--- src/source/reg_file.sv ---
`timescale 1ns/100ps

module reg_file #(
    parameter int WIDTH = 32,
    parameter int DEPTH = 32,
    parameter int NREAD = 2
) (
    input  logic                                clk,
    input  logic                                rstn,
    input  logic                                we_i,
    input  logic [$clog2(DEPTH)-1:0]            waddr_i,
    input  logic [WIDTH-1:0]                    wdata_i,
    input  logic [NREAD-1:0][$clog2(DEPTH)-1:0] raddr_i,
    output logic [NREAD-1:0][WIDTH-1:0]         rdata_o
);
    logic [WIDTH-1:0] regs [DEPTH];

    always_ff @(posedge clk) begin
        if (!rstn) begin
            regs <= '{default: '0};
        end else if (we_i) begin
            regs[waddr_i] <= wdata_i;
        end
    end

    // Reads see the old value during a write
    always_comb begin
        for (int i = 0; i < NREAD; i++) begin
            rdata_o[i] = regs[raddr_i[i]];
        end
    end
endmodule

--- config.mk ---
export PLATFORM = sky130hd
export DESIGN_NAME = reg_file
export DESIGN_NICKNAME = d
export VERILOG_FILES = /design/src/source/reg_file.sv
export SDC_FILE = /design/constraint.sdc
export NUM_CORES = 2
export LEC_CHECK = 0
export ABC_CLOCK_PERIOD_IN_PS = 4300
export BUFFER_PORTS_ARGS = -buffer_cell sky130_fd_sc_hd__buf_2
export CAP_MARGIN = 20
export CELL_PAD_IN_SITES_DETAIL_PLACEMENT = 1
export CELL_PAD_IN_SITES_GLOBAL_PLACEMENT = 2
export CORE_MARGIN = 2
export CORE_UTILIZATION = 42
export DETAILED_ROUTE_END_ITERATION = 16
export PLACE_DENSITY = 0.88
export SLEW_MARGIN = 20
export SYNTH_ARGS = -nofsm -noshare
export SYNTH_HDL_FRONTEND = slang
export SYNTH_SLANG_ARGS = --single-unit
--- constraint.sdc ---
create_clock -name clk -period 4.3 [get_ports clk]
set_input_delay 0.86 -clock clk [delete_from_list [all_inputs] [get_ports clk]]
set_output_delay 0.86 -clock clk [all_outputs]
set_load 0.01 [all_outputs]
==> results.sh <==
export IMPL_p_sw_frac=0.267
export IMPL_met3_length_mm=19.8
export IMPL_synth_area_per_cell_sq_um=8.01
export IMPL_place_area_sq_um=58500
export IMPL_rsz0062_at_grt="false"
export IMPL_cts_root_buf="clkbuf_16"
export IMPL_syn_inst=6913
export IMPL_clock_sinks=1024
export IMPL_htreeDepth=3
export IMPL_io_pins=114
export IMPL_wl_met1_mm=103
export IMPL_initial_core_util=0.422
export IMPL_clk_path_buf_depth=3
export IMPL_drive_gt1_frac=0.0933
export IMPL_ys_flop_type="dfxtp_1"
export IMPL_ys_types=30
export IMPL_slew_viol_final=0
export IMPL_n_fill_cell=15600
export IMPL_grt_max_degree=114
export IMPL_cts_clk_slew_worst_paths_ns=0.06
export IMPL_mostFrequentLayoutCells="nand2_1, mux2i_1, dfxtp_1"
export IMPL_viasPerCell=6.18
export IMPL_layout_nets=6773
export IMPL_end_kind="output pin"
export IMPL_drc=0
export IMPL_p_int_w=0.0169
export IMPL_hold_viol_final=0
export IMPL_regArea_sq_um=20500
export IMPL_post_cts_buffers=0
export IMPL_min_path_type="register to register"
export IMPL_crit_type="input port to output pin"
export IMPL_setup_viol_count_final=0
export IMPL_fin_skew_ns=0
export IMPL_cts_tree="built"
export IMPL_cp_max_fo=25
export IMPL_slew_headroom=0.317
export IMPL_synth_top_area_frac=0.370
export IMPL_port_buffers=113
export IMPL_ys_seq_elements=1024
export IMPL_syn_nets=6963
export IMPL_p_sw_w=0.00617
export IMPL_num_rows=133
export IMPL_ant_nets=0
export IMPL_largest_reg_flops=1024
export IMPL_routabilityCongestion=0.888
export IMPL_met2_length_mm=109
export IMPL_die_w_microns=367
export IMPL_synth_top_area_cell="dfxtp_1"
export IMPL_wl_mm=246
export IMPL_cts_resized=0
export IMPL_max_cap_violations=0
export IMPL_num_vias=53100
export IMPL_numCtsBuffers=117
export IMPL_grt_usage=0.353
export IMPL_final_util=0.478
export IMPL_power_density_nw_per_um2=368
export IMPL_ir_worst_vdd_mv=0.387
export IMPL_core_area_sq_um=131000
export IMPL_power_leakage_nw=23.2
export IMPL_hpwl_mm=152
export IMPL_wl_per_cell_microns=28.6
export IMPL_areaGrowthSynthToFinish_pct=13.3
export IMPL_yosysSeqAreaShare=0.370
export IMPL_synth_area_sq_um=55400
export IMPL_synthTopCellsByArea="dfxtp_1, mux2i_1, nand2_1"
export IMPL_grt_pass1_wl_mm=358
export IMPL_multi_input_area_sq_um=32500
export IMPL_antenna_found_initial=22
export IMPL_grt_pass1_vias=53900
export IMPL_power_frac_seq=0.416
export IMPL_dieArea_sq_um=135000
export IMPL_synth_async_reset_ratio=0
export IMPL_tightestPinTransition_ns=1.02
export IMPL_startpoint_type="input port"
export IMPL_clock_fmax_mhz=254
export IMPL_worstPathRequired_ns=3.44
export IMPL_mostFrequentLayoutCell="nand2_1"
export IMPL_gr_total_overflow=0
export IMPL_regMostFlops="regs"
export IMPL_insertion_delay_ns=0.76
export IMPL_tns_ns=0
export IMPL_drt_pass1_iter_count=6
export IMPL_drt_iter0_markers=4767
export IMPL_dieHeight_microns=367
export IMPL_clock_power_share=0.476
export IMPL_period_minus_slack_ns=3.94
export IMPL_power_frac_comb=0.108
export IMPL_final_area_sq_um=62700
export IMPL_status="finished, final reports clean"
export IMPL_fin_crit_sh=0.917
export IMPL_ys_warn_count=0
export IMPL_top_regs="regs (1024)"
export IMPL_synth_edf_count=0
export IMPL_arrival_ns=3.08
export IMPL_dr_max_layer_used="met5"
export IMPL_hold_buffers=0
export IMPL_p_total_w=0.0231
==> synth_stat cells (all sizes together), types with 4 or more instances <==
cell type,n
a21boi,1024
nor2b,4
nand2,2277
or2,4
nand2b,4
nand3,194
clkbuf,428
a21oi,192
a22o,128
a31oi,64
a22oi,192
dfxtp,1024
buf,234
nor2,37
nor3,65
mux2i,1024
==> power by group through the flow <==
stage | combinational [W] | sequential [W] | clock, W
after global routing | 0.00258 | 0.00962 | 0.0115
after CTS | 0.00245 | 0.00961 | 0.0111
after detailed placement | 0.00243 | 0.00982 | 0
after global placement | 0.00241 | 0.00982 | 0
final | 0.00250 | 0.00961 | 0.0110
after floorplan | 0.00146 | 0.00980 | 0
==> layer usage <==
layer / GRT usage / vias up
li1: - / 23300
met1: 0.458 / 26900
met2: 0.553 / 2206
met3: 0.0652 / 658
met4: 0.190 / 16
met5: 0 / -
==> critical path, stage by stage <==
cell     delay (ns)
buf_8          0.30
buf_12         0.26
buf_12         0.21
buf_12         0.20
buf_4          0.25
mux2i_1        0.26
a22oi_1        0.11
nand3_1        0.18
nand3_1        0.16
buf_2          0.19
==> metrics by stage <==
stage / hold WS (ns) / std cells / setup WS (ns)
global route: 0.485 / 8581 / 0.297
CTS: 0.469 / 8579 / 0.408
global placement: 0.452 / 8359 / 0.455
finish: 0.469 / 8586 / 0.356
detailed placement: 0.461 / 8359 / 0.419
floorplan: 0.447 / 6913 / 1.33
==> path summary, 6_finish.rpt <==
kind / depth (start not counted) / start / to / slack (ns)
worst min register to register: 2 / regs[721] / regs[721] / 0.47
worst min-delay path: 2 / regs[721] / regs[721] / 0.47
worst max register to register: 2 / regs[185] / regs[185] / 3.50
worst max-delay path: 10 / raddr_i[1] / rdata_o[21] / 0.36
==> cell families (layout without fill, tap and decap cells) <==
group                  after synthesis  count (layout)  synth area share
flip-flops                        1024            1024             0.370
multiplexers                      1024            1024             0.185
AND/OR/NAND/NOR                   2603            2603             0.185
AO/OA/AOI/OAI                     1600            1600             0.210
other                                0               7                 0
buffers and inverters              662             573            0.0504
==> area by class of cell <==
type | count | share of cell area
Antenna cell | 7 | 0.000279
Sequential cell | 1024 | 0.327
Timing Repair Buffer | 353 | 0.0540
Multi-Input combinational cell | 5227 | 0.517
Clock buffer | 170 | 0.0556
Tap cell | 1755 | 0.0350
Clock inverter | 50 | 0.0111
No activity file was read; power rests on OpenSTA's default activity.
