File: src/source/iew_pkg.sv
package iew_pkg;

    // Core widths and sizes
    localparam int XLEN           = 32;
    localparam int NR_AREGS       = 32;
    localparam int NR_PREGS       = 64;
    localparam int NR_ROB_ENTRIES = 8;

    // Index widths derived from the sizes
    localparam int AREG_ID_BITS = $clog2(NR_AREGS);
    localparam int PREG_ID_BITS = $clog2(NR_PREGS);
    localparam int ROB_ID_BITS  = $clog2(NR_ROB_ENTRIES);

    // Two operand ports plus the retire port on the physical file
    localparam int PRF_READ_PORTS = 3;
    localparam int ARF_READ_PORTS = 2;

    typedef logic [XLEN-1:0]         xlen_t;
    typedef logic [AREG_ID_BITS-1:0] areg_id_t;
    typedef logic [PREG_ID_BITS-1:0] preg_id_t;
    // Wraps around the buffer by itself
    typedef logic [ROB_ID_BITS-1:0]  rob_id_t;

endpackage

File: src/source/iew_ifs.sv


// Entry leaving the head of the reorder buffer, no back-pressure
interface retire_if;
    logic              valid;
    iew_pkg::preg_id_t prd;
    iew_pkg::areg_id_t ard;
    logic              rd_valid;

    modport source (
        output valid,
        output prd,
        output ard,
        output rd_valid
    );

    // prd goes to the physical file read port at the top level
    modport sink (
        input valid,
        input ard,
        input rd_valid
    );
endinterface

File: src/source/commit_stage.sv
`timescale 1ns/100ps

module commit_stage (
    input  logic              clk,
    input  logic              rstn,
    retire_if.sink            retire,
    input  iew_pkg::xlen_t    prf_rdata_i,
    output logic              retire_valid_o,
    output iew_pkg::areg_id_t retire_ard_o,
    output logic              retire_rd_valid_o,
    output iew_pkg::xlen_t    retire_rdval_o,
    output logic              arf_we_o,
    output iew_pkg::areg_id_t arf_waddr_o,
    output iew_pkg::xlen_t    arf_wdata_o
);
    logic              valid_q;
    iew_pkg::areg_id_t ard_q;
    logic              rd_valid_q;
    iew_pkg::xlen_t    rdval_q;

    always_ff @(posedge clk) begin
        if (!rstn) begin
            valid_q <= 1'b0;
        end else begin
            valid_q <= retire.valid;
        end
    end

    // Physical value captured in the pop cycle
    always_ff @(posedge clk) begin
        ard_q      <= retire.ard;
        rd_valid_q <= retire.rd_valid;
        rdval_q    <= prf_rdata_i;
    end

    assign retire_valid_o    = valid_q;
    assign retire_ard_o      = ard_q;
    assign retire_rd_valid_o = rd_valid_q;
    assign retire_rdval_o    = rdval_q;

    assign arf_we_o    = valid_q && rd_valid_q;
    assign arf_waddr_o = ard_q;
    assign arf_wdata_o = rdval_q;
endmodule

File: src/flat_wrapper.sv
// flat-port wrapper written by rule: the top's interface ports become plain ports
module commit_stage_flat 
  (clk, rstn, prf_rdata_i, retire_valid_o, retire_ard_o, retire_rd_valid_o, retire_rdval_o, arf_we_o, arf_waddr_o, arf_wdata_o, retire_valid, retire_ard, retire_rd_valid);
  retire_if retire_i ();
  input  logic clk;
  input  logic rstn;
  input  iew_pkg::xlen_t prf_rdata_i;
  output logic retire_valid_o;
  output iew_pkg::areg_id_t retire_ard_o;
  output logic retire_rd_valid_o;
  output iew_pkg::xlen_t retire_rdval_o;
  output logic arf_we_o;
  output iew_pkg::areg_id_t arf_waddr_o;
  output iew_pkg::xlen_t arf_wdata_o;
  input wire logic [$bits(retire_i.valid)-1:0] retire_valid;
  input wire logic [$bits(retire_i.ard)-1:0] retire_ard;
  input wire logic [$bits(retire_i.rd_valid)-1:0] retire_rd_valid;
  assign retire_i.valid = retire_valid;
  assign retire_i.ard = retire_ard;
  assign retire_i.rd_valid = retire_rd_valid;
  commit_stage u_core (.clk(clk), .rstn(rstn), .retire(retire_i), .prf_rdata_i(prf_rdata_i), .retire_valid_o(retire_valid_o), .retire_ard_o(retire_ard_o), .retire_rd_valid_o(retire_rd_valid_o), .retire_rdval_o(retire_rdval_o), .arf_we_o(arf_we_o), .arf_waddr_o(arf_waddr_o), .arf_wdata_o(arf_wdata_o));
endmodule
File: config.mk
export PLATFORM = sky130hd
export DESIGN_NAME = commit_stage_flat
export DESIGN_NICKNAME = d
export VERILOG_FILES = /design/src/source/iew_pkg.sv /design/src/source/iew_ifs.sv /design/src/source/commit_stage.sv /design/src/flat_wrapper.sv
export SDC_FILE = /design/constraint.sdc
export NUM_CORES = 1
export LEC_CHECK = 0
export ABC_AREA = 1
export BUFFER_PORTS_ARGS = -buffer_cell sky130_fd_sc_hd__buf_2
export CAP_MARGIN = 20
export CORE_UTILIZATION = 30
export CTS_BUF_LIST = sky130_fd_sc_hd__clkbuf_8 sky130_fd_sc_hd__clkbuf_16
export DETAILED_ROUTE_END_ITERATION = 7
export PLACE_DENSITY = 0.72
export SYNTH_ARGS = -nofsm -noshare
export SYNTH_HDL_FRONTEND = slang
export SYNTH_SLANG_ARGS = --single-unit
File: constraint.sdc
create_clock -name clk -period 0.8 [get_ports clk]
set_input_delay 0 -clock clk [delete_from_list [all_inputs] [get_ports clk]]
set_output_delay 0 -clock clk [all_outputs]
set_load 0.01 [all_outputs]
==> results by group <==
Synth
  • Syn_area_per_cell: 13.42 sq um
  • Sequential area share after synthesis: 72.73%
  • Post-synthesis xor/xnor area fraction: 0%
  • Yosys cell types: 4
  • Synth Area in Adders: 0%
  • Yosys reg bits: 39
  • Cell Area, Synth: 1074 sq um
  • Synth area leader: dfxtp_1
  • Syn nets: 121
  • Post-synthesis cell count: 80
  • Combinational family with the most area after synthesis: buffers and inverters
  • Top cells by area, synth: dfxtp_1 (73%), buf_4 (26%), inv_1 (0.70%)
  • Synth Area in Compound Gates: 0%
  • Mux contribution to synthesized area: 0%
  • Synth top area share: 72.73%
  • Synthesis Warnings: 0
  • Simple-gate share of the synthesized area: 0.6993%

Placement
  • Detail Placement HPWL: 1650 microns
  • Dpl cells: 206
  • Place WS: 0.2876 ns
  • GPL Wtd Cong: 0.6258
  • Port bufs: 117

Detailed routing
  • Max layer used: met4
  • Drt pass-1 iters: 3
  • Total length of routed met2 wires: 1485 microns
  • Met3 Wirelength: 170 microns
  • Vias post-DR: 944
  • Post-Route WL: 2550 microns
  • DRC viols: 0
  • Met1 WL: 867 microns
  • DRT antenna net count: 0
  • WL per Instance: 10.04 microns
  • Via density: 3.717
  • Initial DRC Count: 20

Setup path
  • Worst Setup End Kind: output port
  • Critical Path Fanout Max: 2
  • Setup CP Type: flop to output port
  • WP data arrival: 0.80 ns
  • CP Data Required Time: 0.80 ns
  • Critical Path Start Type: flop
  • Critical path cell sequence: nand2_1 > inv_1 > buf_6
  • CP max-delay cell: dfxtp_2
  • Worst path max stage delay: 0.33 ns

Cells and area
  • Layout area overhead: 81.93%
  • Antenna diodes: 0
  • # fillers: 291
  • Area occupied by multi-input gates: 7.507 sq um
  • Final net count: 248
  • Most frequent cells in the layout: buf_2 (116), dlygate4sd3_1 (40), dfxtp_1 (33)
  • Fraction of layout cells with a size suffix above 1: 62.50%
  • Commonest non-fill, non-tap cell in the layout: buf_2
  • FF/Latch Area: 788.3 sq um
  • Post-route insts no fill: 254

STA
  • Setup violations, final: 1
  • Unrepaired setup endpoints after global routing: yes
  • Fmax: 1248 MHz
  • Final Cycle Share: 100.2%
  • Worst-Margin Slew: 0.07431 ns
  • Final hold violations: 0
  • Count of pins over their slew limit: 0
  • Final hold slack: 0.3478 ns
  • Final WS setup: -0.001205 ns
  • Rel. slew slack: 95.03%
  • Final Critical Period: 0.8012 ns

CTS
  • Number of post-CTS setup repair buffers: 0
  • Total CTS buffers: 5
  • CTS Buffer Depth: 2
  • CTS Root Cell: clkbuf_8
  • CTS H-tree depth: 2
  • CTS tree: yes
  • Clock transition at path regs: 0.07 ns
  • # clock sinks: 39

Outcome
  • Failing checks: negative setup slack
  • Status: finished, violations left

Worst hold path
  • Hold Crit Class: primary input to flop
  • Hold path cells: 2
  • HP Start: retire_ard[3]
  • WHS Endpoint: u_core.arf_waddr_o[3]

Floorplan
  • Core region area: 3390 sq um
  • Core Rows: 21
  • Die ar.: 3822 sq um
  • Die X: 61.82 microns
  • Die Y: 61.82 microns
  • # IOs: 118
  • Starting Density: 31.67%

GRT
  • Number of global-route vias before repair: 839
  • Antenna violations before repair: 0
  • First-pass GRT wire length: 3312 microns
  • Overall global routing resource usage: 12.64%
  • Largest net degree at the start of global routing: 12
  • Gr ovfl total: 0

Power
  • Peak supply drop: 1.038 mV
  • P per Cell Area: 2054 nW/um^2
  • Leak pwr: 1.036 nW

Flow run
  • Max Cap Violations: 0
[per-layer routing]
layer	vias up	track usage (%)
li1	454	-
met1	427	11.10
met2	59	23.81
met3	4	5.176
met4	0	7.619
met5	-	0
[how the worst max path moves through the flow]
| stage | start | to | slack, ns | cells past startpoint |
|---|---|---|---|---|
| floorplan | u_core.retire_valid_o | arf_we_o | 0.30 | 2 |
| global placement | u_core.retire_valid_o | arf_we_o | 0.30 | 3 |
| detailed placement | u_core.retire_valid_o | arf_we_o | 0.29 | 3 |
| CTS | u_core.retire_rd_valid_o | arf_we_o | -0.02 | 3 |
| global route | u_core.retire_rd_valid_o | arf_we_o | -0.05 | 3 |
| finish | u_core.retire_valid_o | arf_we_o | -0.001 | 3 |
[sequential cells by signal, indices dropped and copies added, names as in the netlist]
register                  flops
u_core.arf_waddr_o            5
u_core.retire_rd_valid_o      1
u_core.arf_wdata_o           32
u_core.retire_valid_o         1
[cell type report]
class / instances / area share, %
well taps: 46 / 2.947
flip-flops and latches: 39 / 40.36
inverters: 2 / 0.3844
clock inverters: 1 / 0.1922
clock buffers: 7 / 4.933
repair buffers: 157 / 50.80
multi-input cells: 2 / 0.3844
[report_power, final]
part | internal (mW) | switching [mW] | leakage, nW
logic | 0.330 | 0.224 | 0.651
clock network | 0.773 | 0.594 | 0.0557
registers | 2.05 | 0.0410 | 0.329
total | 3.15 | 0.859 | 1.04
[worst max-delay path: cells and delay by family (launching register included)]
kind	cells	cell delay [ns]
flops	1	0.33
buf+inv	2	0.15
simple gates	1	0.05
[per-stage QoR]
| step | TNS (ns) | power [mW] | instance area, sq um | utilization [%] |
|---|---|---|---|---|
| 2_1_floorplan | 0 | 2.384 | 1074 | - |
| 4_1_cts | -0.01873 | 4.080 | 1942 | 57.29 |
| 3_3_place_gp | 0 | 2.526 | 1439 | 42.45 |
| 3_5_place_dp | 0 | 2.534 | 1439 | 42.45 |
| 6_report | -0.001205 | 4.012 | 1953 | 57.62 |
| 5_1_grt | -0.04871 | 4.240 | 1953 | 57.62 |
[cells in the mapped netlist, drive strengths merged]
cell	number
buf	37
nand2	2
dfxtp	39
inv	2
[logic make-up after synthesis]
logic type / Yosys count
flip-flops: 39
buffers and inverters: 39
AND/OR/NAND/NOR: 2
[repair_timing]
action / CTS / global route
resized for setup: 2 / 5
hold buffers: 40 / 0
setup endpoints to repair: 1 / 8
endpoints found under the hold margin: 39 / 0
pin swaps: 1 / 1
Power figures use the tool's default switching activity.
