### src/source/iew_pkg.sv
package iew_pkg;

    // Core widths and sizes
    localparam int XLEN           = 32;
    localparam int NR_AREGS       = 32;
    localparam int NR_PREGS       = 64;
    localparam int NR_ROB_ENTRIES = 8;

    // Index widths derived from the sizes
    localparam int AREG_ID_BITS = $clog2(NR_AREGS);
    localparam int PREG_ID_BITS = $clog2(NR_PREGS);
    localparam int ROB_ID_BITS  = $clog2(NR_ROB_ENTRIES);

    // Two operand ports plus the retire port on the physical file
    localparam int PRF_READ_PORTS = 3;
    localparam int ARF_READ_PORTS = 2;

    typedef logic [XLEN-1:0]         xlen_t;
    typedef logic [AREG_ID_BITS-1:0] areg_id_t;
    typedef logic [PREG_ID_BITS-1:0] preg_id_t;
    // Wraps around the buffer by itself
    typedef logic [ROB_ID_BITS-1:0]  rob_id_t;

endpackage

### src/source/iew_ifs.sv
`timescale 1ns/100ps

// Allocation request from issue into the reorder buffer
interface rob_push_if;
    logic              valid;
    logic              ready;
    iew_pkg::preg_id_t prd;
    iew_pkg::areg_id_t ard;
    logic              rd_valid;
    // Tail index assigned to this push
    iew_pkg::rob_id_t  id;

    modport initiator (
        output valid,
        output prd,
        output ard,
        output rd_valid,
        input  ready
    );

    modport target (
        input  valid,
        input  prd,
        input  ard,
        input  rd_valid,
        output ready,
        output id
    );
endinterface

// Entry leaving the head of the reorder buffer, no back-pressure
interface retire_if;
    logic              valid;
    iew_pkg::preg_id_t prd;
    iew_pkg::areg_id_t ard;
    logic              rd_valid;

    modport source (
        output valid,
        output prd,
        output ard,
        output rd_valid
    );

    // prd goes to the physical file read port at the top level
    modport sink (
        input valid,
        input ard,
        input rd_valid
    );
endinterface

### src/source/reorder_buffer.sv
`timescale 1ns/100ps

module reorder_buffer (
    input  logic             clk,
    input  logic             rstn,
    rob_push_if.target       push,
    input  logic             cmpl_valid_i,
    input  iew_pkg::rob_id_t cmpl_id_i,
    retire_if.source         retire
);
    localparam int N = iew_pkg::NR_ROB_ENTRIES;

    iew_pkg::rob_id_t  head_q;
    iew_pkg::rob_id_t  tail_q;
    logic [N-1:0]      allocated_q;
    logic [N-1:0]      completed_q;
    iew_pkg::preg_id_t prd_q [N];
    iew_pkg::areg_id_t ard_q [N];
    logic [N-1:0]      rd_valid_q;
    logic              push_fire;
    logic              pop_fire;

    assign push.ready = !allocated_q[tail_q];
    assign push.id    = tail_q;
    assign push_fire  = push.valid && push.ready;

    // Head leaves as soon as it is done
    assign pop_fire = allocated_q[head_q] && completed_q[head_q];

    always_ff @(posedge clk) begin
        if (!rstn) begin
            head_q      <= '0;
            tail_q      <= '0;
            allocated_q <= '0;
            completed_q <= '0;
        end else begin
            if (push_fire) begin
                allocated_q[tail_q] <= 1'b1;
                completed_q[tail_q] <= 1'b0;
                tail_q              <= tail_q + 1'b1;
            end
            if (cmpl_valid_i) begin
                completed_q[cmpl_id_i] <= 1'b1;
            end
            if (pop_fire) begin
                allocated_q[head_q] <= 1'b0;
                head_q              <= head_q + 1'b1;
            end
        end
    end

    always_ff @(posedge clk) begin
        if (push_fire) begin
            prd_q[tail_q]      <= push.prd;
            ard_q[tail_q]      <= push.ard;
            rd_valid_q[tail_q] <= push.rd_valid;
        end
    end

    assign retire.valid    = pop_fire;
    assign retire.prd      = prd_q[head_q];
    assign retire.ard      = ard_q[head_q];
    assign retire.rd_valid = rd_valid_q[head_q];
endmodule

### src/flat_wrapper.sv
// flat-port wrapper written by rule: the top's interface ports become plain ports
module reorder_buffer_flat 
  (clk, rstn, cmpl_valid_i, cmpl_id_i, push_valid, push_prd, push_ard, push_rd_valid, push_ready, push_id, retire_valid, retire_prd, retire_ard, retire_rd_valid);
  rob_push_if push_i ();
  retire_if retire_i ();
  input  logic clk;
  input  logic rstn;
  input  logic cmpl_valid_i;
  input  iew_pkg::rob_id_t cmpl_id_i;
  input wire logic [$bits(push_i.valid)-1:0] push_valid;
  input wire logic [$bits(push_i.prd)-1:0] push_prd;
  input wire logic [$bits(push_i.ard)-1:0] push_ard;
  input wire logic [$bits(push_i.rd_valid)-1:0] push_rd_valid;
  output wire logic [$bits(push_i.ready)-1:0] push_ready;
  output wire logic [$bits(push_i.id)-1:0] push_id;
  output wire logic [$bits(retire_i.valid)-1:0] retire_valid;
  output wire logic [$bits(retire_i.prd)-1:0] retire_prd;
  output wire logic [$bits(retire_i.ard)-1:0] retire_ard;
  output wire logic [$bits(retire_i.rd_valid)-1:0] retire_rd_valid;
  assign push_i.valid = push_valid;
  assign push_i.prd = push_prd;
  assign push_i.ard = push_ard;
  assign push_i.rd_valid = push_rd_valid;
  assign push_ready = push_i.ready;
  assign push_id = push_i.id;
  assign retire_valid = retire_i.valid;
  assign retire_prd = retire_i.prd;
  assign retire_ard = retire_i.ard;
  assign retire_rd_valid = retire_i.rd_valid;
  reorder_buffer u_core (.clk(clk), .rstn(rstn), .push(push_i), .cmpl_valid_i(cmpl_valid_i), .cmpl_id_i(cmpl_id_i), .retire(retire_i));
endmodule
### config.mk
export PLATFORM = sky130hd
export DESIGN_NAME = reorder_buffer_flat
export DESIGN_NICKNAME = d
export VERILOG_FILES = /design/src/source/iew_pkg.sv /design/src/source/iew_ifs.sv /design/src/source/reorder_buffer.sv /design/src/flat_wrapper.sv
export SDC_FILE = /design/constraint.sdc
export NUM_CORES = 1
export LEC_CHECK = 0
export BUFFER_PORTS_ARGS = -buffer_cell sky130_fd_sc_hd__clkbuf_2
export CORE_MARGIN = 4
export CORE_UTILIZATION = 45
export DETAILED_ROUTE_END_ITERATION = 8
export GPL_TIMING_DRIVEN = 0
export HOLD_SLACK_MARGIN = 0.08
export MAX_ROUTING_LAYER = met4
export PLACE_DENSITY_LB_ADDON = 0.1
export SYNTH_ARGS = -nofsm -noshare
export SYNTH_HDL_FRONTEND = slang
export SYNTH_SLANG_ARGS = --single-unit
### constraint.sdc
create_clock -name clk -period 3.6 [get_ports clk]
set_input_delay 0.9 -clock clk [delete_from_list [all_inputs] [get_ports clk]]
set_output_delay 0.9 -clock clk [all_outputs]
set_load 0.05 [all_outputs]
==> run metrics <==
status complete, no violations; post-DP HPWL 6.585 mm; CTS buffer count 17; count of different cell masters after synthesis 29; first-pass iteration count of the detailed router 4; DRC viols 0; register clock-pin slew on the reported worst setup and hold paths 0.05 ns; Yosys top cell by area edfxtp_1; worst slew pin tran 0.9488 ns; Worst R2R Setup Slack 1.57 ns; Worst Skew 0.01142 ns; Hold Vio Cnt, Final 0; Ports 36; vias per cell 5.440; Synth Cell Area 0.004868 mm2; pin count of the biggest net entering global routing 17; remaining antenna violation count 0; Crit Path Max Fanout 10; Data required, critical path 2.70 ns; syn nets 290; Max-Slew Margin vs Limit 36.22%; Area after DPL 0.005380 mm2; Tmin final 3.406 ns; Synth top area share 59.21%; ANT cells 0; CTS tree yes; die height 112.0 um; final wirelength 9.755 mm; FFs w/ async S/R, synth 0%; Core ar. 0.01042 mm2; Peak Freq 293.6 MHz; root buf cell clkbuf_8; setup bufs post-CTS 0; Arrival @ worst endpoint 2.51 ns; clock sink count 121; Clock Path Buffers 2; register area share after synthesis 69.49%; top_reg_cell synth edfxtp_1; Die X-Extent 112.0 um; Final nets 354; DR iter-0 viols 200; Tcrit/Tclk final 94.61%; Initial Util 46.74%; I/O Buffers 35; remaining global-route overflow 0; Post-Syn Instances 269; Total Power 3.515 mW; vias 2,622; synthesis-stage register bit count 121; first-pass GRT wire length 15.59 mm; # hold bufs at CTS 0; MaxCap Viol Count 0; initial antenna violation count 0; critical path class reg2out; Setup crit end retire_ard[0]; RSZ-0062 raised after global routing false; post-route cell area 0.005931 mm2; gpl congestion 0.7770; number of global-route vias before repair 2,755; Hold Path Class reg2reg; syn avg cell area 18.10 um2; H-tree levels 4; worst r2r src u_core.push.id[0]; Clock Latency Late Sink 0.50 ns; CP Capture Type output pin; # setup viols final 0; post-cts sizing count 0; synth top area cells edfxtp_1 59%, mux4_2 11%, dfxtp_1 10%; synth cell count leaders 96 x edfxtp_1, 25 x dfxtp_1, 23 x mux4_2, 15 x mux2_2, 15 x nand2_1; max-slew violation count 0; DIE AREA 0.01255 mm2; Overall Global Routing Usage 17.27%; FF-to-FF path depth 4; Pwr Density 592.7 mW/mm2; crit path launch type flip-flop; FF-to-FF End u_core.prd_q[0][5]; worst IR drop on VDD 0.2739 mV; yosys warns 0; row count 37; share of layout cells above drive strength 1 37.57%; Layout area overhead 21.82%; routed wire length per instance 20.24 um; most frequent cell after synthesis edfxtp_1; EDFF count, synth 96; Leakage 1.993 nW
registers in the layout, indices dropped and copies added (netlist names), named ones only:
signal	flops
u_core.ard_q	40
u_core.prd_q	48
u_core.head_q	3
u_core.allocated_q	8
u_core.completed_q	8
u_core.rd_valid_q	8
u_core.push.id	3
cell families after synthesis:
group	share of synthesized area [%]
adders and majority gates	0.5139
buffers and inverters	1.131
DFF	69.49
muxes	19.17
AOI/OAI and AO/OA	3.906
and+or+nand+nor	5.782
worst min path at each step:
stage,from,end,slack [ns],cells past startpoint
final,u_core.completed_q[3],u_core.completed_q[3],0.48,2
after global routing,u_core.completed_q[6],u_core.completed_q[6],0.51,2
after CTS,u_core.completed_q[3],u_core.completed_q[3],0.48,2
after detailed placement,u_core.completed_q[3],u_core.completed_q[3],0.47,2
after global placement,u_core.completed_q[3],u_core.completed_q[3],0.47,2
after floorplan,u_core.completed_q[1],u_core.completed_q[1],0.45,2
per-layer routing:
metal	vias to the layer above	GRT usage, %	wire length (um)
met3	5	5.391	438
met4	0	4.167	53
met1	1333	22.13	4407
met5	-	-	0
met2	60	27.26	4856
li1	1224	-	-
layout by cell type (no fill, tap or decap), types with 3 or more instances in the layout:
cell / count
edfxtp_1: 96
clkbuf_2: 35
dfxtp_1: 25
mux4_2: 23
clkbuf_16: 16
mux2_2: 15
nand2_1: 15
nand2b_1: 14
a21boi_0: 9
o21ai_0: 8
mux2i_1: 7
buf_6: 6
clkbuf_1: 6
nor3_2: 6
mux4_1: 5
buf_2: 5
nand3_1: 5
clkinv_2: 5
nor2_1: 4
a21oi_1: 4
nor2b_1: 4
a31oi_1: 4
buf_8: 4
clkinvlp_4: 3
worst max-delay path: stages (launching register included):
cell	delay (ns)
dfxtp_1	0.40
clkbuf_1	0.67
mux4_2	0.40
mux2_2	0.29
clkbuf_2	0.24
layout make-up:
| type | instances | area [um2] |
|---|---|---|
| clock buffers | 18 | 417.9 |
| multi-input cells | 137 | 1473 |
| fillers | 814 | 4486 |
| repair buffers | 45 | 299.0 |
| plain buffers | 11 | 55.05 |
| well taps | 136 | 170.2 |
| clock inverters | 14 | 132.6 |
| flip-flops and latches | 121 | 3383 |
metrics by stage:
stage                     util (%)  TNS, ns  hold WS, ns  setup slack (ns)  cells
after CTS                    56.94        0       0.4790            0.1842    482
after floorplan                  -        0       0.4522            0.8841    269
after detailed placement     51.65        0       0.4693            0.7217    450
after global placement       50.05   -30.50       0.4654            -1.162    440
final                        56.94        0       0.4773            0.1941    482
after global routing         56.94        0       0.5072           0.05473    482
report_power, final:
| group | leakage (nW) | internal, mW | total, mW | switching, mW |
|---|---|---|---|---|
| Clock | 0.265 | 0.972 | 1.55 | 0.574 |
| Sequential | 1.07 | 1.58 | 1.60 | 0.0258 |
| Combinational | 0.655 | 0.124 | 0.367 | 0.243 |
| Total | 1.99 | 2.67 | 3.52 | 0.843 |
No activity file was read; power rests on OpenSTA's default activity.
