<file path="src/source/iew_pkg.sv">
package iew_pkg;

    // Core widths and sizes
    localparam int XLEN           = 32;
    localparam int NR_AREGS       = 32;
    localparam int NR_PREGS       = 64;
    localparam int NR_ROB_ENTRIES = 8;

    // Index widths derived from the sizes
    localparam int AREG_ID_BITS = $clog2(NR_AREGS);
    localparam int PREG_ID_BITS = $clog2(NR_PREGS);
    localparam int ROB_ID_BITS  = $clog2(NR_ROB_ENTRIES);

    // Two operand ports plus the retire port on the physical file
    localparam int PRF_READ_PORTS = 3;
    localparam int ARF_READ_PORTS = 2;

    typedef logic [XLEN-1:0]         xlen_t;
    typedef logic [AREG_ID_BITS-1:0] areg_id_t;
    typedef logic [PREG_ID_BITS-1:0] preg_id_t;
    // Wraps around the buffer by itself
    typedef logic [ROB_ID_BITS-1:0]  rob_id_t;

endpackage

</file>
<file path="src/source/operand_read.sv">
`timescale 1ns/100ps

module operand_read (
    input  iew_pkg::preg_id_t    prs1_i,
    input  iew_pkg::preg_id_t    prs2_i,
    input  logic                 renamed1_i,
    input  logic                 renamed2_i,
    input  logic                 rs1_valid_i,
    input  logic                 rs2_valid_i,
    input  iew_pkg::xlen_t       imm_i,
    input  iew_pkg::xlen_t [1:0] prf_rdata_i,
    input  iew_pkg::xlen_t [1:0] arf_rdata_i,
    input  logic [1:0]           sb_ready_i,
    input  logic                 byp_valid_i,
    input  iew_pkg::preg_id_t    byp_prd_i,
    input  iew_pkg::xlen_t       byp_rdval_i,
    output iew_pkg::xlen_t       rs1val_o,
    output iew_pkg::xlen_t       rs2val_o,
    output logic                 operands_ready_o
);
    iew_pkg::preg_id_t [1:0] prs;
    logic [1:0]              renamed;
    iew_pkg::xlen_t [1:0]    fwd_val;
    logic [1:0]              fwd_ready;
    logic                    rs1_ready;
    logic                    rs2_ready;

    assign prs     = {prs2_i, prs1_i};
    assign renamed = {renamed2_i, renamed1_i};

    // Physical file with writeback bypass, or committed state
    always_comb begin
        for (int i = 0; i < 2; i++) begin
            if (renamed[i]) begin
                if (byp_valid_i && (byp_prd_i == prs[i])) begin
                    fwd_val[i]   = byp_rdval_i;
                    fwd_ready[i] = 1'b1;
                end else begin
                    fwd_val[i]   = prf_rdata_i[i];
                    fwd_ready[i] = sb_ready_i[i];
                end
            end else begin
                fwd_val[i]   = arf_rdata_i[i];
                fwd_ready[i] = 1'b1;
            end
        end
    end

    always_comb begin
        rs1val_o  = '0;
        rs1_ready = 1'b1;
        if (rs1_valid_i) begin
            rs1val_o  = fwd_val[0];
            rs1_ready = fwd_ready[0];
        end
        // No rs2 means the immediate takes its slot
        rs2val_o  = imm_i;
        rs2_ready = 1'b1;
        if (rs2_valid_i) begin
            rs2val_o  = fwd_val[1];
            rs2_ready = fwd_ready[1];
        end
    end

    assign operands_ready_o = rs1_ready && rs2_ready;
endmodule

</file>
<file path="config.mk">
export PLATFORM = sky130hd
export DESIGN_NAME = operand_read
export DESIGN_NICKNAME = d
export VERILOG_FILES = /design/src/source/iew_pkg.sv /design/src/source/operand_read.sv
export SDC_FILE = /design/constraint.sdc
export NUM_CORES = 1
export LEC_CHECK = 0
export BUFFER_PORTS_ARGS = -buffer_cell sky130_fd_sc_hd__buf_2
export CAP_MARGIN = 20
export CORE_AREA = 8 8 103 105
export DETAILED_ROUTE_END_ITERATION = 10
export DIE_AREA = 0 0 111 113
export GPL_TIMING_DRIVEN = 0
export PLACE_DENSITY = 0.63
export SLEW_MARGIN = 0
export SYNTH_ARGS = -nofsm -noshare
export SYNTH_HDL_FRONTEND = slang
export SYNTH_SLANG_ARGS = --single-unit
</file>
<file path="constraint.sdc">
create_clock -name vclk -period 6.2
set_input_delay 1.86 -clock vclk [all_inputs]
set_output_delay 1.86 -clock vclk [all_outputs]
set_load 0.01 [all_outputs]
</file>
==> results.ini, run 1 <==
[status]
status=completed

[yosys]
netlist_instances=345
yosysSeqAreaShare=0
synth_top_area_cell=o21ai_0
netlist_top_cells_area=o21ai_0 (18%), mux2i_1 (16%), nand2_1 (13%)
syn_nets=562
synth_area_sq_um=1970
synth.distinct_cells=18
yosysWarnings=0
syn_area_per_cell_sq_um=5.70
synth.top_cell.area_share=0.175

[setup_path]
crit_path_max_fanout=10
crit_path_cell_trace=buf_2, xnor2_1, nand4_1, nor4_4, clkbuf_1, nand2_1, a31oi_1, buf_2
path_class=in2out
critPathSlowestCell=clkbuf_1
critPathLaunch=prs1_i[1]
cpMostUsedCell=buf_2
end_kind=output port
critPathBufInv=3
cp.arrival_ns=3.69
path_delay_family=simple AND/OR/NAND/NOR gates
cp.required_ns=4.34
start_kind=input port
cpPeakStageDelay_ns=0.47

[clocking]
post_cts_resized=0
cts_setup_buffers=0
postCtsHoldBufs=0

[final_layout]
seqCellArea_sq_um=0
fin_cells=738
fin_nets=845
layout-drive-gt1-share=0.462
fin_util=0.392
flops_and_latches=0
clock_buffers=0
fill_cells=1028
syn2layout_area_growth_pct=78.6

[pwr]
leakagePower_nw=1.72
powerDensity_nw_per_um2=67.3
p_switching_mw=0.125
pwr-share-seq=0
total_power_mw=0.237
peakVddDrop_mv=0.0307
switching_share=0.528
p_int_mw=0.112
clock_power_share=0
p_comb_frac=1.000

[global_route]
grt-ovfl-total=0
grt_pass1_wl_mm=21.0
grt_usage=0.200
grt_pass1_vias=4134
antenna_found_initial=2
grt_max_degree=11

[routing]
ant_nets=0
num_vias=3675
via_per_inst=4.98
dr.pass1.iters=4
wirelength_mm=13.5
avgRoutedWirePerCell_um=18.3
drc=0
drt_iter0_markers=275

[job]
max_cap_violations=0

[sta]
finalCriticalPeriod_ns=5.55
hold_viol=0
finalSetupViolCount=0
tns_ns=0
fmax_mhz=180
worstMarginPinSlew_ns=0.687
maxSlewHeadroom=0.539
period_share=0.894
rsz0062_at_grt=false
slew_violations=0

[placed_design]
hpwl_mm=11.9
gp_congestion=0.830
port_buffers=281
placedCellCount=737

[floorplanning]
die_x_um=111
start_util=0.219
core_sq_um=8980
die_y_um=113
io_pins=282
die-area_sq_um=12500
row_count=35

[min_path]
hp-start=arf_rdata_i[32]
min_path_type=in2out

## final cells by class
| cell class | count | area [sq um] | share of cell area |
|---|---|---|---|
| multi-input cells | 311 | 1800 | 0.511 |
| repair buffers | 281 | 1410 | 0.400 |
| plain buffers | 33 | 169 | 0.0480 |
| well taps | 111 | 139 | 0.0395 |
| inverters | 1 | 3.75 | 0.00107 |
| diodes | 1 | 2.50 | 0.000712 |
## synth_stat cells (all sizes together)
master	n
a21oi	31
a31oi	32
mux2i	32
nor3	2
xnor2	6
nand4	2
nor4	2
nor2	1
xor2	6
clkbuf	26
buf	7
or4	1
nor2b	32
nand2	66
o21ai	98
inv	1
## metal layers
| metal | vias up | track usage | part of all wire |
|---|---|---|---|
| met2 | 203 | 0.379 | 0.50 |
| met4 | 2 | 0.0324 | 0.018 |
| met1 | 1643 | 0.210 | 0.38 |
| li1 | 1809 | - | - |
| met5 | - | 0 | 0.00089 |
| met3 | 18 | 0.0693 | 0.10 |
## path summary, 6_finish.rpt
| path | depth (start not counted) | to |
|---|---|---|
| min | 4 | rs2val_o[0] |
| max | 8 | rs1val_o[11] |
## per-stage QoR
stage	setup WS (ns)	cell area (sq um)	hold WS (ns)
global route	0.465	3520	4.04
finish	0.655	3520	4.03
floorplan	1.29	1970	3.83
global placement	0.632	3510	4.03
detailed placement	0.646	3510	4.03
CTS	0.631	3510	4.03
## power by group through the flow
| stage | logic, mW | clock network [mW] | registers, mW |
|---|---|---|---|
| 3_3_place_gp | 0.235 | 0 | 0 |
| 2_1_floorplan | 0.103 | 0 | 0 |
| 5_1_grt | 0.263 | 0.0000000216 | 0 |
| 6_report | 0.237 | 0.0000000216 | 0 |
| 3_5_place_dp | 0.238 | 0 | 0 |
| 4_1_cts | 0.239 | 0 | 0 |
## cells in the final DEF, fill, tap and decap left out, types with 6 or more instances in the layout
cell type / Yosys / final
clkbuf_1: 26 / 26
buf_2: 0 / 281
mux2i_1: 32 / 32
xor2_1: 6 / 6
o21ai_1: 29 / 29
buf_6: 6 / 6
o21ai_0: 69 / 69
a21oi_1: 31 / 31
xnor2_1: 6 / 6
nand2_1: 66 / 66
a31oi_1: 32 / 32
nor2b_1: 32 / 32
## kinds of logic after synthesis
logic type / count (synthesis) / share of synthesized area
AO/OA/AOI/OAI: 161 / 0.430
multiplexers: 32 / 0.163
XOR/XNOR: 12 / 0.0534
buffers and inverters: 34 / 0.0877
AND/OR/NAND/NOR: 106 / 0.266
No activity file was read; power rests on OpenSTA's default activity.
==> run 2, diff against run 1 <==
- BUFFER_PORTS_ARGS: -buffer_cell sky130_fd_sc_hd__buf_2 -> unset
- DONT_BUFFER_PORTS: unset -> 1
- PLACE_DENSITY: 0.63 -> 0.36
==> results.ini, run 2 (synthesized netlist as in run 1, its figures left out) <==
[floorplanning]
die_x_um=111
die-area_sq_um=12500
io_pins=282
die_y_um=113
row_count=35
start_util=0.219
core_sq_um=8980

[clocking]
post_cts_resized=0
postCtsHoldBufs=0
cts_setup_buffers=0

[routing]
dr.pass1.iters=4
via_per_inst=5.75
ant_nets=0
drt_iter0_markers=123
avgRoutedWirePerCell_um=26.0
drc=0
wirelength_mm=11.8
num_vias=2622

[global_route]
grt_max_degree=11
grt_pass1_wl_mm=16.9
grt_pass1_vias=2755
grt-ovfl-total=0
grt_usage=0.167
antenna_found_initial=0

[sta]
hold_viol=0
whs_ns=3.87
maxSlewHeadroom=0.596
period_share=0.878
fmax_mhz=184
worstMarginPinSlew_ns=0.601
finalCriticalPeriod_ns=5.44
rsz0062_at_grt=false
slew_violations=0
worst_slack_ns=0.757
finalSetupViolCount=0
tns_ns=0

[pwr]
powerDensity_nw_per_um2=61.8
leakagePower_nw=0.587
peakVddDrop_mv=0.0188

[final_layout]
mostFrequentLayoutCells=o21ai_0 (69), nand2_1 (66), a31oi_1 (32), mux2i_1 (32), nor2b_1 (32)
syn2layout_area_growth_pct=7.06
fin_cells=456
fin_nets=564
num_antenna_cells=0
fill_cells=1073
clock_buffers=0
layout_commonest_cell=o21ai_0
layout-drive-gt1-share=0.0232
flops_and_latches=0
seqCellArea_sq_um=0

[setup_path]
cpPeakStageDelay_ns=0.51
cp.arrival_ns=3.58
end_kind=output port
path_class=in2out
cp.required_ns=4.34
crit_path_max_fanout=10
critPathSlowestCell=clkbuf_1
crit_path_cell_trace=xnor2_1, nand4_1, nor4_4, clkbuf_1, nand2_1, a31oi_1
start_kind=input port

[status]
status=completed

[min_path]
min_path_type=in2out
hold_depth=2

[placed_design]
dp_slack_ns=0.694
port_buffers=0
hpwl_mm=10.2
gp_congestion=0.816
placedCellCount=456

[job]
max_cap_violations=0

==> run 2: changes by cell type in the layout (fill, tap and decap cells not counted), sizes merged <==
cell   change
buf      -281
diode      -1
==> run 2: metrics by stage <==
step / utilization / cell area, sq um / power [mW]
final: 0.235 / 2110 / 0.130
after global routing: 0.235 / 2110 / 0.145
after CTS: 0.235 / 2110 / 0.133
after detailed placement: 0.235 / 2110 / 0.133
after global placement: 0.235 / 2110 / 0.132
after floorplan: - / 1970 / 0.103
==> run 2: worst paths after layout <==
path  slack, ns         from           end
min        3.87  rs1_valid_i  rs1val_o[31]
max        0.76    prs1_i[1]  rs1val_o[13]
==> run 2: area by class of cell <==
type | instances | area [sq um] | area share
Tap cell | 111 | 139 | 0.0659
Multi-Input combinational cell | 311 | 1800 | 0.852
Buffer | 33 | 169 | 0.0802
Inverter | 1 | 3.75 | 0.00178
==> run 2: report_power, final <==
group | switching [mW] | internal, mW
combinational | 0.0873 | 0.0429
sequential | 0 | 0
clock | 0 | 0
total | 0.0873 | 0.0429
==> run 2: worst max-delay path: cells and delay by family <==
| kind | cells | cell delay (ns) |
|---|---|---|
| compound gates | 1 | 0.39 |
| xor+xnor | 1 | 0.15 |
| buf+inv | 1 | 0.51 |
| simple gates | 3 | 0.67 |
==> run 2: routing by layer <==
| metal | vias up | GRT usage | routed length (um) |
|---|---|---|---|
| met3 | 4 | 0.0640 | 1500 |
| met5 | - | 0 | 0 |
| met1 | 1188 | 0.179 | 4270 |
| li1 | 1243 | - | - |
| met2 | 187 | 0.315 | 6020 |
| met4 | 0 | 0.00541 | 40 |
==> run 3, diff against run 2 <==
- CORE_AREA: 8 8 103 105 -> 3 3 108 110
- PLACE_DENSITY: 0.36 -> 0.32
==> results.ini, run 3 (synthesized netlist as in run 1, its figures left out) <==
[clocking]
cts_setup_buffers=0
postCtsHoldBufs=0
post_cts_resized=0

[placed_design]
hpwl_mm=9.09
port_buffers=0
place_area_sq_um=2140
gp_congestion=0.791
dp_slack_ns=0.685

[pwr]
peakVddDrop_mv=0.0183
p_comb_frac=1.000
leakagePower_nw=0.587
p_int_mw=0.0429
pwr-share-seq=0
powerDensity_nw_per_um2=60.7
p_switching_mw=0.0872
switching_share=0.670
clock_power_share=0
total_power_mw=0.130

[sta]
worst_slack_ns=0.750
finalCriticalPeriod_ns=5.45
period_share=0.879
fmax_mhz=183
hold_viol=0
maxSlewHeadroom=0.556
worstMarginPinSlew_ns=0.666
slew_violations=0
finalSetupViolCount=0
tns_ns=0
rsz0062_at_grt=false

[floorplanning]
start_util=0.182
core_sq_um=10800
die-area_sq_um=12500
io_pins=282
die_y_um=113
row_count=38
die_x_um=111

[min_path]
min_path_type=in2out

[final_layout]
final_area_sq_um=2140
clock_buffers=0
mostFrequentLayoutCells=o21ai_0 (69), nand2_1 (66), a31oi_1 (32), mux2i_1 (32), nor2b_1 (32)
seqCellArea_sq_um=0
fin_nets=564
syn2layout_area_growth_pct=8.90
flops_and_latches=0
num_antenna_cells=0
fill_cells=1279
multi_input_area_sq_um=1800
layout-drive-gt1-share=0.0232
layout_commonest_cell=o21ai_0

[global_route]
grt_usage=0.158
grt_max_degree=11
grt_pass1_wl_mm=16.2
grt-ovfl-total=0
antenna_found_initial=0
grt_pass1_vias=2803

[routing]
avgRoutedWirePerCell_um=22.5
drt_iter0_markers=137
via_per_inst=5.51
num_vias=2671
dr.pass1.iters=4
ant_nets=0
wirelength_mm=10.9
drc=0

[job]
max_cap_violations=0

[setup_path]
cp.arrival_ns=3.59
end_kind=output port
path_class=in2out
cp.required_ns=4.34
start_kind=input port
crit_path_max_fanout=10

[status]
status=completed

run 3: final cells by class:
| cell class | count | area share |
|---|---|---|
| multi-input combinational | 311 | 0.838 |
| tap | 140 | 0.0817 |
| buffer | 33 | 0.0788 |
| inverter | 1 | 0.00175 |
run 3: critical path, stage by stage:
cell and delay (ns):
xnor2_1 0.15, nand4_1 0.18, nor4_4 0.42, clkbuf_1 0.51, nand2_1 0.13, a31oi_1 0.34
run 3: worst paths after layout:
check / endpoint / start / slack [ns] / depth (start not counted)
hold / removal: rs1val_o[0] / rs1_valid_i / 3.85 / 2
setup / recovery: rs1val_o[21] / prs1_i[4] / 0.75 / 6
run 3: per-layer routing:
layer,wire length [um],track usage,up-vias,part of all wire
met1,4220,0.188,1252,0.39
met3,854,0.0294,10,0.078
met5,0,0,-,0
met2,5730,0.303,168,0.52
met4,123,0.0181,0,0.011
li1,-,-,1241,-
run 3: power by group through the flow:
stage	combinational, mW	sequential (mW)	clock (mW)
global placement	0.132	0	0
global route	0.147	0	0
finish	0.130	0	0
floorplan	0.103	0	0
CTS	0.132	0	0
detailed placement	0.132	0	0
run 3: per-stage QoR:
stage,hold WS (ns),utilization,std cells
finish,3.85,0.199,485
global route,3.88,0.199,485
CTS,3.86,0.199,485
detailed placement,3.86,0.199,485
global placement,3.85,0.199,485
floorplan,3.83,-,345
