### src/source/iew_pkg.sv
package iew_pkg;

    // Core widths and sizes
    localparam int XLEN           = 32;
    localparam int NR_AREGS       = 32;
    localparam int NR_PREGS       = 64;
    localparam int NR_ROB_ENTRIES = 8;

    // Index widths derived from the sizes
    localparam int AREG_ID_BITS = $clog2(NR_AREGS);
    localparam int PREG_ID_BITS = $clog2(NR_PREGS);
    localparam int ROB_ID_BITS  = $clog2(NR_ROB_ENTRIES);

    // Two operand ports plus the retire port on the physical file
    localparam int PRF_READ_PORTS = 3;
    localparam int ARF_READ_PORTS = 2;

    typedef logic [XLEN-1:0]         xlen_t;
    typedef logic [AREG_ID_BITS-1:0] areg_id_t;
    typedef logic [PREG_ID_BITS-1:0] preg_id_t;
    // Wraps around the buffer by itself
    typedef logic [ROB_ID_BITS-1:0]  rob_id_t;

endpackage

### src/source/scoreboard.sv
`timescale 1ns/100ps

module scoreboard (
    input  logic                    clk,
    input  logic                    rstn,
    input  logic                    wb_valid_i,
    input  iew_pkg::preg_id_t       wb_prd_i,
    input  logic                    iss_valid_i,
    input  iew_pkg::preg_id_t       iss_prd_i,
    input  iew_pkg::preg_id_t [1:0] raddr_i,
    output logic [1:0]              ready_o
);
    logic [iew_pkg::NR_PREGS-1:0] ready_q;
    logic [iew_pkg::NR_PREGS-1:0] ready_d;

    // Issue clear takes priority over a writeback to the same register
    always_comb begin
        ready_d = ready_q;
        if (wb_valid_i) begin
            ready_d[wb_prd_i] = 1'b1;
        end
        if (iss_valid_i) begin
            ready_d[iss_prd_i] = 1'b0;
        end
    end

    always_ff @(posedge clk) begin
        if (!rstn) begin
            ready_q <= '0;
        end else begin
            ready_q <= ready_d;
        end
    end

    // Same-cycle writeback counts as ready
    always_comb begin
        for (int i = 0; i < 2; i++) begin
            ready_o[i] = ready_q[raddr_i[i]] || (wb_valid_i && (wb_prd_i == raddr_i[i]));
        end
    end
endmodule

### config.mk
export PLATFORM = sky130hd
export DESIGN_NAME = scoreboard
export DESIGN_NICKNAME = d
export VERILOG_FILES = /design/src/source/iew_pkg.sv /design/src/source/scoreboard.sv
export SDC_FILE = /design/constraint.sdc
export NUM_CORES = 1
export LEC_CHECK = 0
export BUFFER_PORTS_ARGS = -buffer_cell sky130_fd_sc_hd__buf_2
export CORE_MARGIN = 2
export CORE_UTILIZATION = 45
export CTS_BUF_LIST = sky130_fd_sc_hd__clkbuf_4 sky130_fd_sc_hd__clkbuf_8
export DETAILED_ROUTE_END_ITERATION = 10
export PLACE_DENSITY_LB_ADDON = 0.05
export SLEW_MARGIN = 20
export SYNTH_ARGS = -nofsm -noshare
export SYNTH_HDL_FRONTEND = slang
export SYNTH_SLANG_ARGS = --single-unit
### constraint.sdc
create_clock -name clk -period 2.2 [get_ports clk]
set_input_delay 0.22 -clock clk [delete_from_list [all_inputs] [get_ports clk]]
set_output_delay 0.22 -clock clk [all_outputs]
set_load 0.1 [all_outputs]
==> results.tsv, run 1 <==
metric	value	unit
cp-start-kind	flop	
min_path_type	in -> reg	
reg2reg_slack	1440	ps
fin_crit	2510	ps
antenna_found_initial	0	
initial_core_util	0.458	
violations	negative setup slack	
syn_to_final_growth	23.1	%
core_area	8130	um^2
crit_path_max_incr_delay	480	ps
ir_worst_vdd	0.372	mV
fp.dieW	95.0	um
hp-start	iss_prd_i[2]	
synth_top_area_frac	0.344	
top_regs	ready_q (64)	
root_buffer	clkbuf_8	
regMostFlops	ready_q	
ys_types	39	
overflow	0	
cts_inserted_buffers	9	
synth_compound_area_frac	0.185	
outcome	finished, violations left	
avgViaCountPerCell	6.08	
post-place-ws	-227	ps
seq_area	1300	um^2
synth_top_family_by_area	multiplexers	
power	2670	uW
tightest_slew	697	ps
synthFlopType	dfxtp_1	
cp_data_arrival_time	2290	ps
rows	33	
finalWirelength	12.5	mm
cts_tree	yes	
synth_xor_area_frac	0.0282	
synthesis.area	3730	um^2
ys_top_cells_by_area	dfxtp_1 (34%), mux4_2 (19%), a21oi_1 (8.6%)	
required	1980	ps
finalHoldViolations	0	
routedWlPerCell	21.4	um
vias	3553	
worst_slack	-313	ps
holdPathEnd	ready_q[39]$_SDFF_PN0_	
p_leak	0.00172	uW
syn_avg_cell_area	9.25	um^2
seq_area_frac_synth	0.344	
clock_latency	340	ps
hold_buffers	0	
grt_max_degree	42	
grtUsageTotal	0.293	
setup_viol	2	
port_buffers	29	
synth-edff-count	0	
yosysTopAreaCell	dfxtp_1	
p_per_area	582	nW/um^2
critPathKind	reg -> out	
worst-path-max-fanout	2	
clkTransAtPathRegs	80	ps
critPathMostFrequentCell	mux4_2	
worst_r2r_endpoint	ready_q[21]$_SDFF_PN0_	
ys_ff_latch	64	
cts_buffer_depth	2	
yosys_warnings	0	
route.detailed.drc	0	
cts_setup_buffers	0	
gp_congestion	0.902	
holdPathStages	2	
layout-drive-gt1-share	0.328	
post-route-period-util	1.14	
drt_iter0_drc	328	
relSlewSlack	0.535	
synthCells	403	
synth_mux_area_frac	0.247	
rsz0062_at_grt	true	
synthAdderAreaFrac	0	
r2r_start	ready_q[21]$_SDFF_PN0_	
grt_pass1_wl	19.0	mm
diodes	0	
drv_slew	0	
place_inst	568	
slowest_stage	mux4_2	
synth-simple-area-share	0.151	
grt_pass1_vias	3249	
dieHeight	95.0	um
hpwl	8.77	mm
fin_cells	584	
ant_nets	0	
nets	502	
cp-end-kind	output pin	
path_cells	mux4_2, mux4_2, nand2_1, o21ai_1, a211o_2, buf_12	
largest_reg_flops	64	
r2r_cells	3	
multi_input_area	2290	um^2
die-area	9030	um^2
async_reset_ff_frac	0	
skew	0	ps
clock_sinks	64	
h-tree-depth	3	
maxCapViolCount	0	
dr.pass1.iters	4	
design.portCount	30	
fmax	398	MHz
synth_nets	431	
fill_cells	740	
-- cell usage in the layout, fill, tap and decap left out, types with 2 or more instances in the layout --
cell      synthesis  final
a211oi_1          4      4
buf_2             4     27
clkbuf_8          2     13
mux4_2           31     33
nor3_1            8      8
mux2i_1           7      6
nor3b_1           4      4
xnor2_1           6      6
nor2b_1           5      5
or3b_2            2      2
nor2_1           67     67
nand3_1           5      5
nand2b_1          3      3
nand4_1           3      3
nand2_1          12     12
o21ai_0          57     56
inv_1             2      2
o21ai_1           1      2
dfxtp_1          64     51
xor2_1            6      6
nand3b_1          3      3
a311oi_1          2      2
a21oi_1          64     64
buf_4             0     57
and3b_1           2      2
buf_12            1      4
mux2_2            2      2
mux4_1            5      3
dfxtp_2           0     13
-- cell type report --
type,instances,share of cell area
clock buffer,14,0.0406
tap,105,0.0286
inverter,2,0.00164
sequential,64,0.283
multi-input combinational,309,0.498
clock inverter,2,0.00764
timing repair buffer,88,0.140
-- metrics by stage --
stage | util | TNS [ps] | hold slack [ps] | area [um^2]
final | 0.564 | -614 | 175 | 4590
after global routing | 0.564 | -714 | 198 | 4590
after CTS | 0.564 | -593 | 160 | 4580
after detailed placement | 0.532 | -449 | 496 | 4320
after global placement | 0.532 | -468 | 482 | 4320
after floorplan | - | -1.01 | 330 | 3740
-- cells in the mapped netlist, types with 2 or more instances --
cell and number:
nor2_1 67, clkbuf_8 2, buf_6 2, nor3b_1 4, clkbuf_1 19, o21ai_0 57
a311oi_1 2, mux2_2 2, nor3_1 8, nand2b_1 3, nand3_1 5, mux4_2 31
nand2_1 12, inv_1 2, mux4_1 5, nand4_1 3, xor2_1 6, or3b_2 2
mux2i_1 7, and3b_1 2, a21oi_1 64, a211oi_1 4, nand3b_1 3, dfxtp_1 64
xnor2_1 6, nor2b_1 5, buf_2 4
-- critical path, delay by kind of cell (launching register included) --
| family | cells | cell delay [ps] |
|---|---|---|
| DFF | 1 | 330 |
| and+or+nand+nor | 1 | 70 |
| buffers and inverters | 1 | 180 |
| muxes | 2 | 940 |
| AOI/OAI and AO/OA | 2 | 430 |
-- routing by layer --
layer,vias up,GRT usage,share of wire
met5,-,0,0
met4,0,0.0978,0.015
met3,18,0.0569,0.080
met2,155,0.437,0.45
met1,1733,0.427,0.46
li1,1647,-,-
-- power breakdown --
part	internal (uW)	switching, uW	total (uW)
logic	149	224	373
clock network	659	467	1130
registers	1170	6.41	1170
total	1970	697	2670
-- how the worst max path moves through the flow --
stage | from | endpoint | cells past startpoint
6_report | ready_q[61]$_SDFF_PN0_ | ready_o[1] | 6
5_1_grt | ready_q[19]$_SDFF_PN0_ | ready_o[1] | 6
4_1_cts | ready_q[19]$_SDFF_PN0_ | ready_o[1] | 6
3_5_place_dp | raddr_i[7] | ready_o[1] | 8
3_3_place_gp | raddr_i[7] | ready_o[1] | 8
2_1_floorplan | raddr_i[0] | ready_o[0] | 7
-- kinds of logic after synthesis --
kind of cell | count (synthesis)
AND/OR/NAND/NOR | 120
XOR/XNOR | 12
buffers and inverters | 30
AO/OA/AOI/OAI | 132
multiplexers | 45
flip-flops | 64
-- timing repair --
item,4_1_cts,5_1_grt
pin swaps,1,3
gates cloned,0,0
setup endpoints to repair,2,2
gates resized for setup,21,4
(Power assumes the default switching activity.)
==> run 2: changes to the inputs <==
--- a/config.mk
+++ b/config.mk
@@ -10,7 +10,6 @@
 export CORE_UTILIZATION = 45
 export CTS_BUF_LIST = sky130_fd_sc_hd__clkbuf_4 sky130_fd_sc_hd__clkbuf_8
 export DETAILED_ROUTE_END_ITERATION = 10
-export PLACE_DENSITY_LB_ADDON = 0.05
 export SLEW_MARGIN = 20
 export SYNTH_ARGS = -nofsm -noshare
 export SYNTH_HDL_FRONTEND = slang
==> results.tsv, run 2 (same netlist as run 1, synthesis figures left out) <==
metric	value	unit
outcome	finished, violations left	
violations	negative setup slack	
post-route-period-util	1.14	
mostFrequentLayoutCells	nor2_1 (66), a21oi_1 (64), buf_4 (57)	
hold_buffers	0	
cp-end-kind	output pin	
critPathKind	reg -> out	
holdPathEnd	ready_q[39]$_SDFF_PN0_	
p_leak	0.00169	uW
grt_pass1_vias	3370	
finalSetupTns	-633	ps
dr.pass1.iters	5	
antenna_found_initial	0	
layout-drive-gt1-share	0.327	
ir_worst_vdd	0.282	mV
p_per_area	590	nW/um^2
finalHoldViolations	0	
fmax	397	MHz
grt_max_degree	41	
largest_reg_flops	64	
route.detailed.drc	0	
worst-path-max-fanout	3	
vias	3604	
cts_tree	yes	
grt_pass1_wl	19.3	mm
tightest_slew	527	ps
cts_buffer_depth	2	
required	1980	ps
clock_latency	350	ps
avgViaCountPerCell	6.19	
hpwl	8.96	mm
final_common_cell	nor2_1	
nets	500	
core_area	8130	um^2
design.portCount	30	
skew	0	ps
rsz0062_at_grt	true	
grtUsageTotal	0.299	
relSlewSlack	0.647	
cts_inserted_buffers	9	
maxCapViolCount	0	
worst_r2r_endpoint	ready_q[61]$_SDFF_PN0_	
r2r_start	ready_q[61]$_SDFF_PN0_	
fin_crit	2520	ps
holdPathStages	2	
clock_sinks	64	
drt_iter0_drc	375	
root_buffer	clkbuf_8	
setup_viol	2	
cp-start-kind	flop	
regMostFlops	ready_q	
whs	175	ps
port_buffers	29	
initial_core_util	0.458	
r2r_cells	3	
top_regs	ready_q (64)	
reg2reg_slack	1430	ps
syn_to_final_growth	22.0	%
die-area	9030	um^2
drv_slew	0	
power	2690	uW
rows	33	
fp.dieW	95.0	um
min_path_type	in -> reg	
cts_setup_buffers	0	
gp_congestion	0.982	
routedWlPerCell	21.9	um
ant_nets	0	
overflow	0	
h-tree-depth	3	
cp_data_arrival_time	2300	ps
worst_slack	-318	ps
hp-start	iss_prd_i[1]	
finalWirelength	12.8	mm
dieHeight	95.0	um
diodes	0	
clkTransAtPathRegs	80	ps
## run 2: worst max-delay path by stage
stage,from,endpoint,cells after the start
detailed placement,raddr_i[0],ready_o[0],8
finish,ready_q[44]$_SDFF_PN0_,ready_o[1],6
floorplan,raddr_i[0],ready_o[0],7
CTS,ready_q[27]$_SDFF_PN0_,ready_o[1],6
global placement,raddr_i[7],ready_o[1],8
global route,ready_q[23]$_SDFF_PN0_,ready_o[0],6
## run 2: power by group
part | switching, uW | total (uW) | internal [uW]
sequential | 6.70 | 1170 | 1170
clock | 509 | 1150 | 637
combinational | 224 | 367 | 142
total | 740 | 2690 | 1950
## run 2: timing repair
action,CTS,global route
pin swaps,3,3
gates resized for setup,15,11
setup endpoints to repair,2,2
## run 2: routing by layer
layer,vias to the layer above,wire length (um),GRT usage
met2,197,5710,0.445
li1,1640,-,-
met5,-,0,0
met3,38,1110,0.0751
met4,0,480,0.136
met1,1729,5450,0.412
## run 2: stage by stage
| stage | cells | area [um^2] | worst slack, ps | utilization |
|---|---|---|---|---|
| floorplan | 403 | 3740 | -1.01 | - |
| global placement | 566 | 4280 | -223 | 0.527 |
| detailed placement | 566 | 4280 | -229 | 0.527 |
| CTS | 582 | 4530 | -332 | 0.557 |
| global route | 582 | 4550 | -375 | 0.559 |
| finish | 582 | 4550 | -318 | 0.559 |
## run 2: layout make-up
| class | instances | area [um^2] |
|---|---|---|
| tap | 105 | 131 |
| inverter | 2 | 7.51 |
| clock inverter | 7 | 96.3 |
| fill | 730 | 3580 |
| multi-input combinational | 309 | 2290 |
| timing repair buffer | 86 | 603 |
| clock buffer | 9 | 124 |
| sequential | 64 | 1300 |
## run 2: critical path, cell delays in order, from the launching register on
cell and delay (ps):
dfxtp_2 330, mux4_2 470, mux4_2 480, nand2_1 70
o21ai_1 60, a211o_2 360, buf_12 170
==> run 3: changes to the inputs <==
--- a/config.mk
+++ b/config.mk
@@ -10,7 +10,7 @@
 export CORE_UTILIZATION = 45
 export CTS_BUF_LIST = sky130_fd_sc_hd__clkbuf_4 sky130_fd_sc_hd__clkbuf_8
 export DETAILED_ROUTE_END_ITERATION = 10
-export SLEW_MARGIN = 20
+export REMOVE_ABC_BUFFERS = 1
 export SYNTH_ARGS = -nofsm -noshare
 export SYNTH_HDL_FRONTEND = slang
 export SYNTH_SLANG_ARGS = --single-unit
==> constraint.sdc (replaced) <==
create_clock -name clk -period 2.69 [get_ports clk]
set_input_delay 0.269 -clock clk [delete_from_list [all_inputs] [get_ports clk]]
set_output_delay 0.269 -clock clk [all_outputs]
set_load 0.1 [all_outputs]
==> results.tsv, run 3 (same netlist as run 1, synthesis figures left out) <==
metric	value	unit
route.detailed.drc	0	
diodes	0	
drv_slew	0	
core_area	8130	um^2
maxCapViolCount	0	
worst_slack	80.9	ps
setup_viol	0	
cts_setup_buffers	0	
h-tree-depth	3	
critPathKind	reg -> out	
clock_latency	340	ps
dr.pass1.iters	5	
cp-start-kind	flop	
skew	0	ps
final_common_cell	nor2_1	
overflow	0	
top_regs	ready_q (64)	
place_area	3990	um^2
path_depth	6	
fp.dieW	95.0	um
avgViaCountPerCell	6.29	
cp-end-kind	output pin	
fmax	383	MHz
holdPathStages	2	
p_per_area	491	nW/um^2
antenna_found_initial	0	
p_leak	0.00148	uW
cp_data_arrival_time	2340	ps
rows	33	
ant_nets	0	
cts_inserted_buffers	9	
clkTransAtPathRegs	70	ps
clock_sinks	64	
gp_congestion	0.898	
outcome	finished, final reports clean	
fin_util	0.516	
cts_tree	yes	
critPathTopFamily	multiplexers	
grtUsageTotal	0.276	
root_buffer	clkbuf_8	
drt_iter0_drc	290	
layout-drive-gt1-share	0.224	
critPathMostFrequentCell	mux4_2	
mostFrequentLayoutCells	nor2_1 (67), a21oi_1 (64), dfxtp_1 (64)	
post-route-period-util	0.970	
dieHeight	95.0	um
routedWlPerCell	21.8	um
grt_pass1_vias	3136	
cp_num_buf_inv	1	
largest_reg_flops	64	
syn_to_final_growth	12.6	%
cts_buffer_depth	2	
regMostFlops	ready_q	
slowest_stage	mux4_2	
grt_pass1_wl	18.0	mm
port_buffers	29	
finalHoldViolations	0	
rsz0062_at_grt	false	
finalSetupTns	0	ps
initial_core_util	0.458	
required	2420	ps
place_inst	527	
hpwl	8.23	mm
min_path_type	in -> reg	
nets	461	
crit_path_max_incr_delay	490	ps
tightest_slew	971	ps
vias	3414	
ir_worst_vdd	0.218	mV
die-area	9030	um^2
relSlewSlack	0.348	
path_cells	mux4_2, mux4_2, mux2i_1, o21ai_1, o21bai_1, buf_4	
design.portCount	30	
finalWirelength	11.8	mm
design_area	4200	um^2
r2r_cells	2	
worst-path-max-fanout	3	
fill_cells	754	
grt_max_degree	36	
post-place-ws	138	ps
fin_crit	2610	ps
fin_cells	543	
## run 3: final cells by class
type,count,area (um^2),area share
multi-input combinational,309,2280,0.543
clock inverter,7,72.6,0.0173
timing repair buffer,47,302,0.0719
inverter,2,7.51,0.00179
sequential,64,1280,0.305
clock buffer,9,124,0.0295
tap,105,131,0.0313
## run 3: report_power, final
part	switching, uW	internal, uW	total (uW)	leakage, uW
Clock	400	427	827	0.0000952
Combinational	172	100	273	0.000870
Sequential	6.20	954	960	0.000516
## run 3: timing repair
action | 4_1_cts | 5_1_grt
resized for setup | 0 | 5
endpoints found under the setup margin | 0 | 2
hold buffers | 0 | 0
## run 3: metal layers
| layer | GRT usage | share of wire | vias up |
|---|---|---|---|
| met3 | 0.0648 | 0.10 | 17 |
| met2 | 0.411 | 0.46 | 199 |
| met4 | 0.101 | 0.021 | 0 |
| met5 | 0 | 0 | - |
| met1 | 0.392 | 0.42 | 1634 |
| li1 | - | - | 1564 |
## run 3: worst paths after layout
path | from | end | slack (ps)
worst min-delay path | iss_prd_i[1] | ready_q[39]$_SDFF_PN0_ | 220
worst min register to register | ready_q[10]$_SDFF_PN0_ | ready_q[10]$_SDFF_PN0_ | 510
worst max-delay path | ready_q[19]$_SDFF_PN0_ | ready_o[0] | 80
worst max register to register | ready_q[39]$_SDFF_PN0_ | ready_q[39]$_SDFF_PN0_ | 1950
## run 3: stage by stage
step	power (uW)	hold slack, ps
4_1_cts	2070	202
3_5_place_dp	1250	495
2_1_floorplan	1110	379
3_3_place_gp	1250	484
6_report	2060	218
5_1_grt	2140	228
